===== src/if_pkg.sv =====
////////////////////////////////////////////////////////////
// shared types and constants of the fetch stage
// all fetches are 32-bit words, no compressed instructions
////////////////////////////////////////////////////////////

package if_pkg;

  // byte address or raw instruction word
  typedef logic [31:0] addr_t;

  // next pc source selected by the controller
  typedef enum logic [2:0] {
    PC_BOOT = 3'd0,
    PC_JUMP = 3'd1,
    PC_EXC  = 3'd2,
    PC_ERET = 3'd3,
    PC_DRET = 3'd4
  } pc_sel_e;

  // target inside the exception path
  typedef enum logic [1:0] {
    EXC_PC_EXC     = 2'd0,
    EXC_PC_IRQ     = 2'd1,
    EXC_PC_DBD     = 2'd2,
    EXC_PC_DBG_EXC = 2'd3
  } exc_pc_sel_e;

  // boot pc sits at this offset above the aligned boot base
  localparam logic [7:0] BOOT_OFFSET  = 8'h80;
  // bits below this index are dropped from mtvec and boot address
  localparam int         VEC_BASE_LSB = 8;
  // internal interrupts all land in the nmi slot
  localparam logic [4:0] NMI_VEC      = 5'd31;

  localparam int QUEUE_DEPTH = 2;
  // fill level 0 .. QUEUE_DEPTH
  typedef logic [$clog2(QUEUE_DEPTH+1)-1:0] lvl_t;

endpackage


===== src/fetch_if.sv =====
////////////////////////////////////////////////////////////
// fetched word from the queue head towards the IF-ID register
// head moves on when valid and ready are high together
////////////////////////////////////////////////////////////

`timescale 1ns/1ns

interface fetch_if;
  import if_pkg::*;

  // queue holds at least one word
  logic  valid;
  // consumer takes the head this cycle
  logic  ready;
  addr_t rdata;
  // pc of the head word
  addr_t addr;
  // bus error seen on this word
  logic  err;

  modport src (output valid, output rdata, output addr, output err, input ready);
  modport dst (input valid, input rdata, input addr, input err, output ready);

endinterface


===== src/pc_sel.sv =====
////////////////////////////////////////////////////////////
// next pc and exception vector select, purely combinational
// mtvec and boot address are used from bit VEC_BASE_LSB up
////////////////////////////////////////////////////////////

`timescale 1ns/1ns

module pc_sel #(
  parameter if_pkg::addr_t DM_HALT_ADDR = 32'h1A11_0800,
  parameter if_pkg::addr_t DM_EXC_ADDR  = 32'h1A11_0808
) (
  input  if_pkg::pc_sel_e     pc_mux_i,
  input  if_pkg::exc_pc_sel_e exc_pc_mux_i,
  input  logic                pc_set_i,
  input  logic                irq_int_i,
  input  logic [4:0]          exc_cause_i,
  input  if_pkg::addr_t       boot_addr_i,
  input  if_pkg::addr_t       branch_target_i,
  input  if_pkg::addr_t       csr_mepc_i,
  input  if_pkg::addr_t       csr_depc_i,
  input  if_pkg::addr_t       csr_mtvec_i,
  output if_pkg::addr_t       fetch_addr_n_o,
  output logic                csr_mtvec_init_o
);
  import if_pkg::*;

  addr_t      vec_base;
  addr_t      boot_pc;
  addr_t      exc_pc;
  logic [4:0] irq_vec;

  // aligned bases with the low bits cleared
  assign vec_base = {csr_mtvec_i[31:VEC_BASE_LSB], {VEC_BASE_LSB{1'b0}}};
  assign boot_pc  = {boot_addr_i[31:VEC_BASE_LSB], {VEC_BASE_LSB{1'b0}}} | addr_t'(BOOT_OFFSET);

  // internal irqs share the nmi slot
  assign irq_vec = irq_int_i ? NMI_VEC : exc_cause_i;

  always_comb begin
    unique case (exc_pc_mux_i)
      EXC_PC_EXC:     exc_pc = vec_base;
      // one word per vector slot
      EXC_PC_IRQ:     exc_pc = vec_base + addr_t'({irq_vec, 2'b00});
      EXC_PC_DBD:     exc_pc = DM_HALT_ADDR;
      EXC_PC_DBG_EXC: exc_pc = DM_EXC_ADDR;
      default:        exc_pc = vec_base;
    endcase
  end

  always_comb begin
    unique case (pc_mux_i)
      PC_BOOT: fetch_addr_n_o = boot_pc;
      PC_JUMP: fetch_addr_n_o = branch_target_i;
      PC_EXC:  fetch_addr_n_o = exc_pc;
      PC_ERET: fetch_addr_n_o = csr_mepc_i;
      PC_DRET: fetch_addr_n_o = csr_depc_i;
      default: fetch_addr_n_o = boot_pc;
    endcase
  end

  // csr file loads its mtvec reset value on boot
  assign csr_mtvec_init_o = pc_set_i & (pc_mux_i == PC_BOOT);

endmodule


===== src/fetch_fsm.sv =====
////////////////////////////////////////////////////////////
// bus sequencer, one request outstanding at a time
// a branch after grant turns the pending response stale
////////////////////////////////////////////////////////////

`timescale 1ns/1ns

module fetch_fsm (
  input  logic         clk_i,
  input  logic         rst_ni,
  input  logic         req_i,
  input  logic         branch_i,
  input  logic         instr_gnt_i,
  input  logic         instr_rvalid_i,
  input  if_pkg::lvl_t level_i,
  output logic         instr_req_o,
  output logic         gnt_o,
  output logic         push_o,
  output logic         busy_o
);
  import if_pkg::*;

  typedef enum logic [1:0] {IDLE, REQ, WAIT, WAIT_DROP} state_e;

  state_e state_q, state_d;
  logic   pending;
  logic   room;

  // a live response in flight takes one queue slot
  assign pending = (state_q == WAIT);
  assign room    = (level_i + pending) < QUEUE_DEPTH;

  //////////////////////////////////////////////////////////////
  // next state
  //////////////////////////////////////////////////////////////

  always_comb begin
    state_d = state_q;
    unique case (state_q)
      // a branch flushes the queue so there is always room
      IDLE: begin
        if (req_i && (branch_i || room)) begin
          state_d = REQ;
        end
      end
      // request is held until granted, address may change on branch
      REQ: begin
        if (instr_gnt_i) begin
          state_d = branch_i ? WAIT_DROP : WAIT;
        end
      end
      WAIT: begin
        if (instr_rvalid_i) begin
          state_d = (req_i && (branch_i || room)) ? REQ : IDLE;
        end else if (branch_i) begin
          state_d = WAIT_DROP;
        end
      end
      // swallow the stale response
      WAIT_DROP: begin
        if (instr_rvalid_i) begin
          state_d = (req_i && (branch_i || room)) ? REQ : IDLE;
        end
      end
      default: state_d = IDLE;
    endcase
  end

  always_ff @(posedge clk_i or negedge rst_ni) begin
    if (!rst_ni) begin
      state_q <= IDLE;
    end else begin
      state_q <= state_d;
    end
  end

  assign instr_req_o = (state_q == REQ);
  // request address steps on every grant
  assign gnt_o       = (state_q == REQ) & instr_gnt_i;
  // response racing a branch belongs to the old stream
  assign push_o      = (state_q == WAIT) & instr_rvalid_i & ~branch_i;
  assign busy_o      = (state_q != IDLE);

endmodule


===== src/fetch_addr_cnt.sv =====
////////////////////////////////////////////////////////////
// request and head address counters, word aligned
// branch load wins over a step in the same cycle
////////////////////////////////////////////////////////////

`timescale 1ns/1ns

module fetch_addr_cnt (
  input  logic          clk_i,
  input  logic          rst_ni,
  input  logic          branch_i,
  input  if_pkg::addr_t branch_addr_i,
  input  logic          gnt_i,
  input  logic          pop_i,
  output if_pkg::addr_t req_addr_o,
  output if_pkg::addr_t head_addr_o
);

  // request side follows the bus grants
  always_ff @(posedge clk_i or negedge rst_ni) begin
    if (!rst_ni) begin
      req_addr_o <= '0;
    end else if (branch_i) begin
      req_addr_o <= {branch_addr_i[31:2], 2'b00};
    end else if (gnt_i) begin
      req_addr_o <= req_addr_o + 32'd4;
    end
  end

  // head side follows words leaving the queue
  always_ff @(posedge clk_i or negedge rst_ni) begin
    if (!rst_ni) begin
      head_addr_o <= '0;
    end else if (branch_i) begin
      head_addr_o <= {branch_addr_i[31:2], 2'b00};
    end else if (pop_i) begin
      head_addr_o <= head_addr_o + 32'd4;
    end
  end

endmodule


===== src/fetch_queue.sv =====
////////////////////////////////////////////////////////////
// small FIFO of fetched words with error flags
// never pushed when full, the sequencer checks the level
////////////////////////////////////////////////////////////

`timescale 1ns/1ns

module fetch_queue (
  input  logic          clk_i,
  input  logic          rst_ni,
  input  logic          flush_i,
  input  logic          push_i,
  input  if_pkg::addr_t rdata_i,
  input  logic          err_i,
  output if_pkg::lvl_t  level_o,
  fetch_if.src          out
);
  import if_pkg::*;

  localparam int PTR_W = $clog2(QUEUE_DEPTH);

  addr_t            data_q [QUEUE_DEPTH];
  logic             err_q  [QUEUE_DEPTH];
  logic [PTR_W-1:0] rd_ptr_q, wr_ptr_q;
  lvl_t             level_q;
  logic             pop;

  assign pop = out.valid & out.ready;

  // pointers wrap on their own width, depth is a power of two
  always_ff @(posedge clk_i or negedge rst_ni) begin
    if (!rst_ni) begin
      rd_ptr_q <= '0;
      wr_ptr_q <= '0;
      level_q  <= '0;
    end else if (flush_i) begin
      rd_ptr_q <= '0;
      wr_ptr_q <= '0;
      level_q  <= '0;
    end else begin
      if (push_i) wr_ptr_q <= wr_ptr_q + 1'b1;
      if (pop) rd_ptr_q <= rd_ptr_q + 1'b1;
      // push together with pop keeps the level
      if (push_i && !pop) begin
        level_q <= level_q + 1'b1;
      end else if (pop && !push_i) begin
        level_q <= level_q - 1'b1;
      end
    end
  end

  // storage
  always_ff @(posedge clk_i) begin
    if (push_i && !flush_i) begin
      data_q[wr_ptr_q] <= rdata_i;
      err_q[wr_ptr_q]  <= err_i;
    end
  end

  assign out.valid = (level_q != '0);
  assign out.rdata = data_q[rd_ptr_q];
  assign out.err   = err_q[rd_ptr_q];
  assign level_o   = level_q;

endmodule


===== src/if_id_reg.sv =====
////////////////////////////////////////////////////////////
// IF-ID pipeline register and sequential pc check
// payload is written whenever a word is taken, valid is not
////////////////////////////////////////////////////////////

`timescale 1ns/1ns

module if_id_reg (
  input  logic          clk_i,
  input  logic          rst_ni,
  input  logic          id_in_ready_i,
  input  logic          pc_set_i,
  input  logic          instr_valid_clear_i,
  fetch_if.dst          in,
  output logic          instr_valid_id_o,
  output logic          instr_new_id_o,
  output if_pkg::addr_t instr_rdata_id_o,
  output logic          instr_fetch_err_o,
  output if_pkg::addr_t pc_id_o,
  output logic          pc_mismatch_alert_o
);

  logic new_d;
  logic valid_d;
  logic seq_q, seq_d;

  assign in.ready = id_in_ready_i;
  assign new_d    = in.valid & in.ready;

  // a word taken during a pc set is squashed
  // valid holds until ID clears it
  assign valid_d = (new_d & ~pc_set_i) | (instr_valid_id_o & ~instr_valid_clear_i);

  // sequence tracking restarts after any redirect or faulty fetch
  assign seq_d = (seq_q | new_d) & ~pc_set_i & ~in.err;

  always_ff @(posedge clk_i or negedge rst_ni) begin
    if (!rst_ni) begin
      instr_valid_id_o <= 1'b0;
      instr_new_id_o   <= 1'b0;
      seq_q            <= 1'b0;
    end else begin
      instr_valid_id_o <= valid_d;
      instr_new_id_o   <= new_d;
      seq_q            <= seq_d;
    end
  end

  // payload
  always_ff @(posedge clk_i) begin
    if (new_d) begin
      instr_rdata_id_o  <= in.rdata;
      instr_fetch_err_o <= in.err;
      pc_id_o           <= in.addr;
    end
  end

  // head must be the word right after the one in ID
  assign pc_mismatch_alert_o = seq_q & (in.addr != pc_id_o + 32'd4);

endmodule


===== src/if_stage_top.sv =====
////////////////////////////////////////////////////////////
// instruction fetch stage, word fetches on a req/gnt/rvalid bus
// boot address must be aligned to 256 bytes
////////////////////////////////////////////////////////////

`timescale 1ns/1ns

module if_stage_top #(
  parameter if_pkg::addr_t DM_HALT_ADDR = 32'h1A11_0800,
  parameter if_pkg::addr_t DM_EXC_ADDR  = 32'h1A11_0808
) (
  input  logic                clk_i,
  input  logic                rst_ni,
  input  logic                req_i,
  input  if_pkg::addr_t       boot_addr_i,
  // control from ID
  input  logic                pc_set_i,
  input  if_pkg::pc_sel_e     pc_mux_i,
  input  if_pkg::exc_pc_sel_e exc_pc_mux_i,
  input  logic                irq_int_i,
  input  logic [4:0]          exc_cause_i,
  input  if_pkg::addr_t       branch_target_ex_i,
  input  if_pkg::addr_t       csr_mepc_i,
  input  if_pkg::addr_t       csr_depc_i,
  input  if_pkg::addr_t       csr_mtvec_i,
  input  logic                id_in_ready_i,
  input  logic                instr_valid_clear_i,
  // instruction bus
  input  logic                instr_gnt_i,
  input  logic                instr_rvalid_i,
  input  if_pkg::addr_t       instr_rdata_i,
  input  logic                instr_bus_err_i,
  output logic                instr_req_o,
  output if_pkg::addr_t       instr_addr_o,
  output logic                csr_mtvec_init_o,
  // to ID
  output logic                instr_valid_id_o,
  output logic                instr_new_id_o,
  output if_pkg::addr_t       instr_rdata_id_o,
  output logic                instr_fetch_err_o,
  output if_pkg::addr_t       pc_id_o,
  output if_pkg::addr_t       pc_if_o,
  output logic                pc_mismatch_alert_o,
  output logic                if_busy_o
);
  import if_pkg::*;

  addr_t fetch_addr_n;
  addr_t head_addr;
  lvl_t  level;
  logic  gnt;
  logic  push;
  logic  pop;

  fetch_if fetch ();

  // head pc rides along with the queue output
  assign fetch.addr = head_addr;
  assign pop        = fetch.valid & fetch.ready;
  assign pc_if_o    = head_addr;

  pc_sel #(
    .DM_HALT_ADDR (DM_HALT_ADDR),
    .DM_EXC_ADDR  (DM_EXC_ADDR)
  ) i_pc_sel (
    .pc_mux_i         (pc_mux_i),
    .exc_pc_mux_i     (exc_pc_mux_i),
    .pc_set_i         (pc_set_i),
    .irq_int_i        (irq_int_i),
    .exc_cause_i      (exc_cause_i),
    .boot_addr_i      (boot_addr_i),
    .branch_target_i  (branch_target_ex_i),
    .csr_mepc_i       (csr_mepc_i),
    .csr_depc_i       (csr_depc_i),
    .csr_mtvec_i      (csr_mtvec_i),
    .fetch_addr_n_o   (fetch_addr_n),
    .csr_mtvec_init_o (csr_mtvec_init_o)
  );

  fetch_fsm i_fetch_fsm (
    .clk_i          (clk_i),
    .rst_ni         (rst_ni),
    .req_i          (req_i),
    .branch_i       (pc_set_i),
    .instr_gnt_i    (instr_gnt_i),
    .instr_rvalid_i (instr_rvalid_i),
    .level_i        (level),
    .instr_req_o    (instr_req_o),
    .gnt_o          (gnt),
    .push_o         (push),
    .busy_o         (if_busy_o)
  );

  fetch_addr_cnt i_fetch_addr_cnt (
    .clk_i         (clk_i),
    .rst_ni        (rst_ni),
    .branch_i      (pc_set_i),
    .branch_addr_i (fetch_addr_n),
    .gnt_i         (gnt),
    .pop_i         (pop),
    .req_addr_o    (instr_addr_o),
    .head_addr_o   (head_addr)
  );

  fetch_queue i_fetch_queue (
    .clk_i   (clk_i),
    .rst_ni  (rst_ni),
    .flush_i (pc_set_i),
    .push_i  (push),
    .rdata_i (instr_rdata_i),
    .err_i   (instr_bus_err_i),
    .level_o (level),
    .out     (fetch.src)
  );

  if_id_reg i_if_id_reg (
    .clk_i               (clk_i),
    .rst_ni              (rst_ni),
    .id_in_ready_i       (id_in_ready_i),
    .pc_set_i            (pc_set_i),
    .instr_valid_clear_i (instr_valid_clear_i),
    .in                  (fetch.dst),
    .instr_valid_id_o    (instr_valid_id_o),
    .instr_new_id_o      (instr_new_id_o),
    .instr_rdata_id_o    (instr_rdata_id_o),
    .instr_fetch_err_o   (instr_fetch_err_o),
    .pc_id_o             (pc_id_o),
    .pc_mismatch_alert_o (pc_mismatch_alert_o)
  );

endmodule


===== config.mk =====
export PLATFORM = sky130hd
export DESIGN_NAME = if_stage_top
export DESIGN_NICKNAME = d
export VERILOG_FILES = /design/src/if_pkg.sv /design/src/fetch_if.sv /design/src/pc_sel.sv /design/src/fetch_fsm.sv /design/src/fetch_addr_cnt.sv /design/src/fetch_queue.sv /design/src/if_id_reg.sv /design/src/if_stage_top.sv
export SDC_FILE = /design/constraint.sdc
export NUM_CORES = 1
export LEC_CHECK = 0
export BUFFER_PORTS_ARGS = -buffer_cell sky130_fd_sc_hd__buf_2
export CORE_MARGIN = 8
export CORE_UTILIZATION = 53
export CTS_BUF_LIST = sky130_fd_sc_hd__clkbuf_8
export CTS_CLUSTER_DIAMETER = 150
export DETAILED_ROUTE_END_ITERATION = 8
export HOLD_SLACK_MARGIN = 0.15
export PLACE_DENSITY = 0.83
export SKIP_LAST_GASP = 1
export SLEW_MARGIN = 20
export SYNTH_ARGS = -nofsm -noshare
export SYNTH_HDL_FRONTEND = slang
export SYNTH_SLANG_ARGS = --single-unit

===== constraint.sdc =====
create_clock -name clk_i -period 4.6 [get_ports clk_i]
set_input_delay 0.92 -clock clk_i [delete_from_list [all_inputs] [get_ports clk_i]]
set_output_delay 0.92 -clock clk_i [all_outputs]
set_load 0.005 [all_outputs]

==> results of run 1 <==
==> worst paths after layout <==
kind / startpoint / end / slack, ps / depth (start not counted)
setup / recovery: i_if_id_reg.pc_id_o[2] / pc_mismatch_alert_o / 290 / 11
hold / removal: rst_ni / i_fetch_addr_cnt.req_addr_o[2] / 450 / 1
hold reg to reg: i_fetch_addr_cnt.req_addr_o[31] / i_fetch_addr_cnt.req_addr_o[31] / 530 / 1
min in group clk_i: i_fetch_addr_cnt.req_addr_o[31] / i_fetch_addr_cnt.req_addr_o[31] / 530 / 1
max in group asynchronous: rst_ni / i_if_id_reg.instr_valid_id_o / 3130 / 2
setup reg to reg: i_fetch_addr_cnt.req_addr_o[9] / i_fetch_addr_cnt.req_addr_o[29] / 2020 / 7
==> placed cells by master (no fill, tap or decap), types with 18 or more instances in the layout <==
cell type,n
sky130_fd_sc_hd__o21ai_0,59
sky130_fd_sc_hd__nand3_1,42
sky130_fd_sc_hd__edfxtp_1,129
sky130_fd_sc_hd__mux2_2,37
sky130_fd_sc_hd__a22oi_1,24
sky130_fd_sc_hd__a22o_1,18
sky130_fd_sc_hd__and3_1,27
sky130_fd_sc_hd__a31oi_1,23
sky130_fd_sc_hd__inv_1,19
sky130_fd_sc_hd__xor2_1,25
sky130_fd_sc_hd__buf_4,21
sky130_fd_sc_hd__dfrtp_1,69
sky130_fd_sc_hd__buf_2,318
sky130_fd_sc_hd__nand2_1,85
sky130_fd_sc_hd__xnor2_1,30
sky130_fd_sc_hd__o22a_1,19
sky130_fd_sc_hd__nor2_1,73
sky130_fd_sc_hd__a21oi_1,82
==> power groups by stage <==
stage | logic (mW) | clock network (mW) | registers [mW]
2_1_floorplan | 0.529 | 0 | 2.26
3_3_place_gp | 0.891 | 0 | 2.31
3_5_place_dp | 0.915 | 0 | 2.31
4_1_cts | 0.921 | 1.23 | 2.28
5_1_grt | 1.01 | 1.29 | 2.30
6_report | 0.923 | 1.21 | 2.28
==> critical path, cell delays in order (launching register included) <==
cell and delay, ps:
sky130_fd_sc_hd__edfxtp_1 510, sky130_fd_sc_hd__ha_1 300, sky130_fd_sc_hd__nand4_2 220, sky130_fd_sc_hd__nor4_4 300
sky130_fd_sc_hd__buf_4 200, sky130_fd_sc_hd__buf_4 130, sky130_fd_sc_hd__nand4_1 110, sky130_fd_sc_hd__xnor2_1 160
sky130_fd_sc_hd__a2111oi_0 320, sky130_fd_sc_hd__nand4_1 170, sky130_fd_sc_hd__o41a_1 360, sky130_fd_sc_hd__buf_2 140
==> logic make-up after synthesis <==
family	after synthesis	synth area share, %
DFF	198	53.0
muxes	39	4.13
xor gates and xnor gates	55	4.56
AOI/OAI and AO/OA	296	18.3
adders and majority gates	3	0.355
and+or+nand+nor	320	16.1
other	1	0.0355
buffers and inverters	83	3.50
==> synth_stat cells, types with 8 or more instances <==
master / instances / share of area, %
sky130_fd_sc_hd__edfxtp_1: 129 / 37
sky130_fd_sc_hd__nand2_1: 85 / 3.0
sky130_fd_sc_hd__a21oi_1: 82 / 3.9
sky130_fd_sc_hd__nor2_1: 73 / 2.6
sky130_fd_sc_hd__dfrtp_1: 69 / 16
sky130_fd_sc_hd__o21ai_0: 60 / 2.8
sky130_fd_sc_hd__nand3_1: 42 / 2.0
sky130_fd_sc_hd__clkbuf_1: 41 / 1.5
sky130_fd_sc_hd__mux2_2: 37 / 3.9
sky130_fd_sc_hd__xnor2_1: 30 / 2.5
sky130_fd_sc_hd__and3_1: 27 / 1.6
sky130_fd_sc_hd__xor2_1: 25 / 2.1
sky130_fd_sc_hd__a22oi_1: 24 / 1.7
sky130_fd_sc_hd__a31oi_1: 23 / 1.4
sky130_fd_sc_hd__inv_1: 20 / 0.71
sky130_fd_sc_hd__o22a_1: 19 / 1.6
sky130_fd_sc_hd__a22o_1: 18 / 1.5
sky130_fd_sc_hd__o21a_1: 13 / 0.92
sky130_fd_sc_hd__nand4_1: 12 / 0.71
sky130_fd_sc_hd__nor3_1: 11 / 0.52
sky130_fd_sc_hd__and2_1: 10 / 0.59
sky130_fd_sc_hd__buf_4: 9 / 0.64
sky130_fd_sc_hd__a2bb2oi_1: 8 / 0.66
sky130_fd_sc_hd__and4_1: 8 / 0.66
sky130_fd_sc_hd__or2_2: 8 / 0.47
==> stage by stage <==
step                      instance area, um2  util [%]  power, mW  std cells
after floorplan                        10600         -       2.79       1000
after CTS                              12800      65.7       4.43       1570
final                                  12900      65.9       4.41       1575
after global placement                 12400      63.4       3.20       1538
after detailed placement               12400      63.4       3.23       1538
after global routing                   12900      65.9       4.61       1575
==> sequential cells by signal (all words and copies together) (netlist names) <==
signal,cells
i_if_id_reg.pc_id_o,30
i_fetch_queue.wr_ptr_q,1
i_fetch_queue.err_q,2
i_if_id_reg.seq_q,1
i_fetch_queue.data_q,64
i_fetch_queue.level_o,2
i_fetch_addr_cnt.req_addr_o,30
i_if_id_reg.instr_valid_id_o,1
i_fetch_queue.rd_ptr_q,1
i_if_id_reg.instr_new_id_o,1
i_fetch_addr_cnt.head_addr_o,30
i_if_id_reg.instr_rdata_id_o,32
i_fetch_fsm.state_q,2
i_if_id_reg.instr_fetch_err_o,1
==> metal layers <==
metal  global-route usage, %  vias to the layer above  part of all wire, %
li1                        -                     4350                    -
met1                    34.1                     4594                   39
met2                    44.7                      473                   48
met3                    8.53                       42                   11
met4                    4.99                        2                  1.2
met5                       0                        -                0.023
==> repair_timing <==
item,in CTS,in global routing
hold buffers,0,0
setup endpoints to repair,0,1
buffers inserted,0,5
==> final cells by class <==
cell class / count / area [um2] / share of cell area, %
Timing Repair Buffer: 340 / 1770 / 13.8
Inverter: 21 / 78.8 / 0.613
Multi-Input combinational cell: 719 / 4640 / 36.1
Clock buffer: 17 / 234 / 1.82
Clock inverter: 15 / 209 / 1.62
Tap cell: 265 / 332 / 2.58
Sequential cell: 198 / 5600 / 43.6
==> qor.csv, run 1 <==
stage,metric,value,unit
yosys,synth-async-reset-ratio,34.8,%
placed_design,hpwl,25500,um
setup_path,worst-endpoint-required,3680,ps
timing,timing.final.crit_share,93.8,%
timing,clock_skew,17.1,ps
drt,routedWlPerCell,21.7,um
finish,layout-area-overhead-vs-synth,21.7,%
timing,fmax,232,MHz
finish,fillerInstances,1576,
timing,report.final.hold_viol_count,0,
floorplanning,total_number_of_placement_rows,51,
timing,period_needed,4310,ps
timing,max_transition_viols_final,0,
power_and_ir_drop,power_density,343,nW/um2
power_and_ir_drop,power.clock.fraction,27.4,%
floorplanning,die_width,157,um
drt,finalWirelength,34100,um
flow_run,cap_viol_max_count,0,
finish,num_antenna_cells,0,
yosys,synth-warning-count,0,
min_path,kind_of_path_behind_the_tightest_hold_check,primary input to asynchronous set/reset pin,
cts,postCtsResizedCells,0,
grt,grt_pass1_wl,51100,um
floorplanning,core_region_area,19500,um2
yosys,number_of_flops_mapped_to_enable_cells_by_yosys,129,
cts,path_clk_slew,110,ps
setup_path,worstSetupStartpointType,flip-flop,
cts,cts.sinks,198,
yosys,postSynthAreaPerCell,10.6,um2
drt,dr.pass1.iters,7,
placed_design,place_worst_setup_slack,628,ps
yosys,synthFlopType,sky130_fd_sc_hd__edfxtp_1,
drt,vias_per_cell,6.01,
power_and_ir_drop,part_of_the_power_in_registers,51.7,%
grt,globalRouteTotalUtil,26.9,%
yosys,synth_seq_cells,198,
placed_design,port_buffers,318,
finish,post_route_cells_drive_above_1_share,33.2,%
timing,totalNegativeSetupSlack,0,ps
power_and_ir_drop,power.internal,2.97,mW
placed_design,gpl.final_weighted_congestion,0.902,
floorplanning,starting_density,54.1,%
floorplanning,ioPinCount,347,
cts,clock_tree_from_tritoncts,yes,
power_and_ir_drop,irDropWorstVdd,0.000380,V
timing,timing.slew.headroom,41.1,%
cts,maximum_number_of_buffers_from_clock_root_to_sink,2,
drt,num_vias,9461,
cts,htreeDepth,4,
setup_path,critical_path.endpoint_type,primary output,
floorplanning,die-area,24700,um2
finish,nets,1512,
yosys,post_synth_inst_count,995,
power_and_ir_drop,power_switching,1.45,mW
setup_path,cp_max_fo,8,
cts,numCtsBuffers,17,
grt,vias_in_the_first_global_route,9037,
cts,root_buffer,sky130_fd_sc_hd__clkbuf_8,
grt,grt_antenna_before_repair,1,
drt,postRouteAntennaNets,0,
power_and_ir_drop,leakage_component_of_the_power,5.39,nW
cts,clk-insertion-delay-late,470,ps
grt,largest_net_degree_at_the_start_of_global_routing,58,
drt,drt_drc_violations_left,0,
yosys,mappedNetlistArea,10600,um2
timing,grt_setup_unrepaired,false,
power_and_ir_drop,power.switching_fraction,32.8,%
power_and_ir_drop,power.combinational.fraction,20.9,%
status,status,finished clean,
timing,timing.final.setup_violations,0,
grt,grt_overflow,0,
yosys,synth_seq_area_share,53.0,%
timing,setup_ws,286,ps
setup_path,timing.setup.critical_path_class,flip-flop to primary output,
floorplanning,die_h,157,um
drt,drt_first_iter_violations,871,
timing,holdWs,453,ps
setup_path,worst-endpoint-arrival,3390,ps
yosys,synthDistinctLibCells,74,
timing,tightestPinTransition,877,ps
No activity file was read; power rests on OpenSTA's default activity.
==> run 2: changes to the inputs <==
--- a/config.mk
+++ b/config.mk
@@ -6,15 +6,13 @@
 export NUM_CORES = 1
 export LEC_CHECK = 0
 export BUFFER_PORTS_ARGS = -buffer_cell sky130_fd_sc_hd__buf_2
-export CORE_MARGIN = 8
-export CORE_UTILIZATION = 53
 export CTS_BUF_LIST = sky130_fd_sc_hd__clkbuf_8
 export CTS_CLUSTER_DIAMETER = 150
 export DETAILED_ROUTE_END_ITERATION = 8
 export HOLD_SLACK_MARGIN = 0.15
-export PLACE_DENSITY = 0.83
 export SKIP_LAST_GASP = 1
 export SLEW_MARGIN = 20
 export SYNTH_ARGS = -nofsm -noshare
 export SYNTH_HDL_FRONTEND = slang
+export SYNTH_HIERARCHICAL = 1
 export SYNTH_SLANG_ARGS = --single-unit
==> qor.csv, run 2 <==
stage,metric,value,unit
status,error,ERROR: Found 32 problems in 'check -assert'.,
yosys,cell_types_with_the_highest_counts_after_synthesis,"131 x sky130_fd_sc_hd__edfxtp_1, 69 x sky130_fd_sc_hd__dfrtp_1, 68 x sky130_fd_sc_hd__nand2_1, 58 x sky130_fd_sc_hd__nor2_1, 44 x sky130_fd_sc_hd__buf_4",
yosys,post-synth-top-area-fraction,33.7,%
yosys,synth_seq_area_share,48.5,%
yosys,synthDistinctLibCells,85,
yosys,synth_top_area_cell,sky130_fd_sc_hd__edfxtp_1,
yosys,synth-area-yosys,11700,um2
yosys,ys_cells,1020,
status,haltStage,synthesis (1_2_yosys),
yosys,synth_seq_cells,200,
yosys,post-synth-top-count-cell,sky130_fd_sc_hd__edfxtp_1,
yosys,synth-async-reset-ratio,34.5,%
yosys,number_of_flops_mapped_to_enable_cells_by_yosys,131,
yosys,synth-warning-count,0,
yosys,synthFlopType,sky130_fd_sc_hd__edfxtp_1,
status,status,aborted with a tool error,
yosys,synth_area_leaders,"sky130_fd_sc_hd__edfxtp_1 34%, sky130_fd_sc_hd__dfrtp_1 15%, sky130_fd_sc_hd__mux2_4 3.7%",
[run 2: logic make-up after synthesis]
logic type / Yosys count / synth area share (%)
other: 2 / 0.0643
and+or+nand+nor: 388 / 20.8
adders and majority gates: 3 / 0.322
muxes: 60 / 6.59
xor gates and xnor gates: 55 / 4.19
buffers and inverters: 117 / 6.20
AOI/OAI and AO/OA: 195 / 13.3
DFF: 200 / 48.5
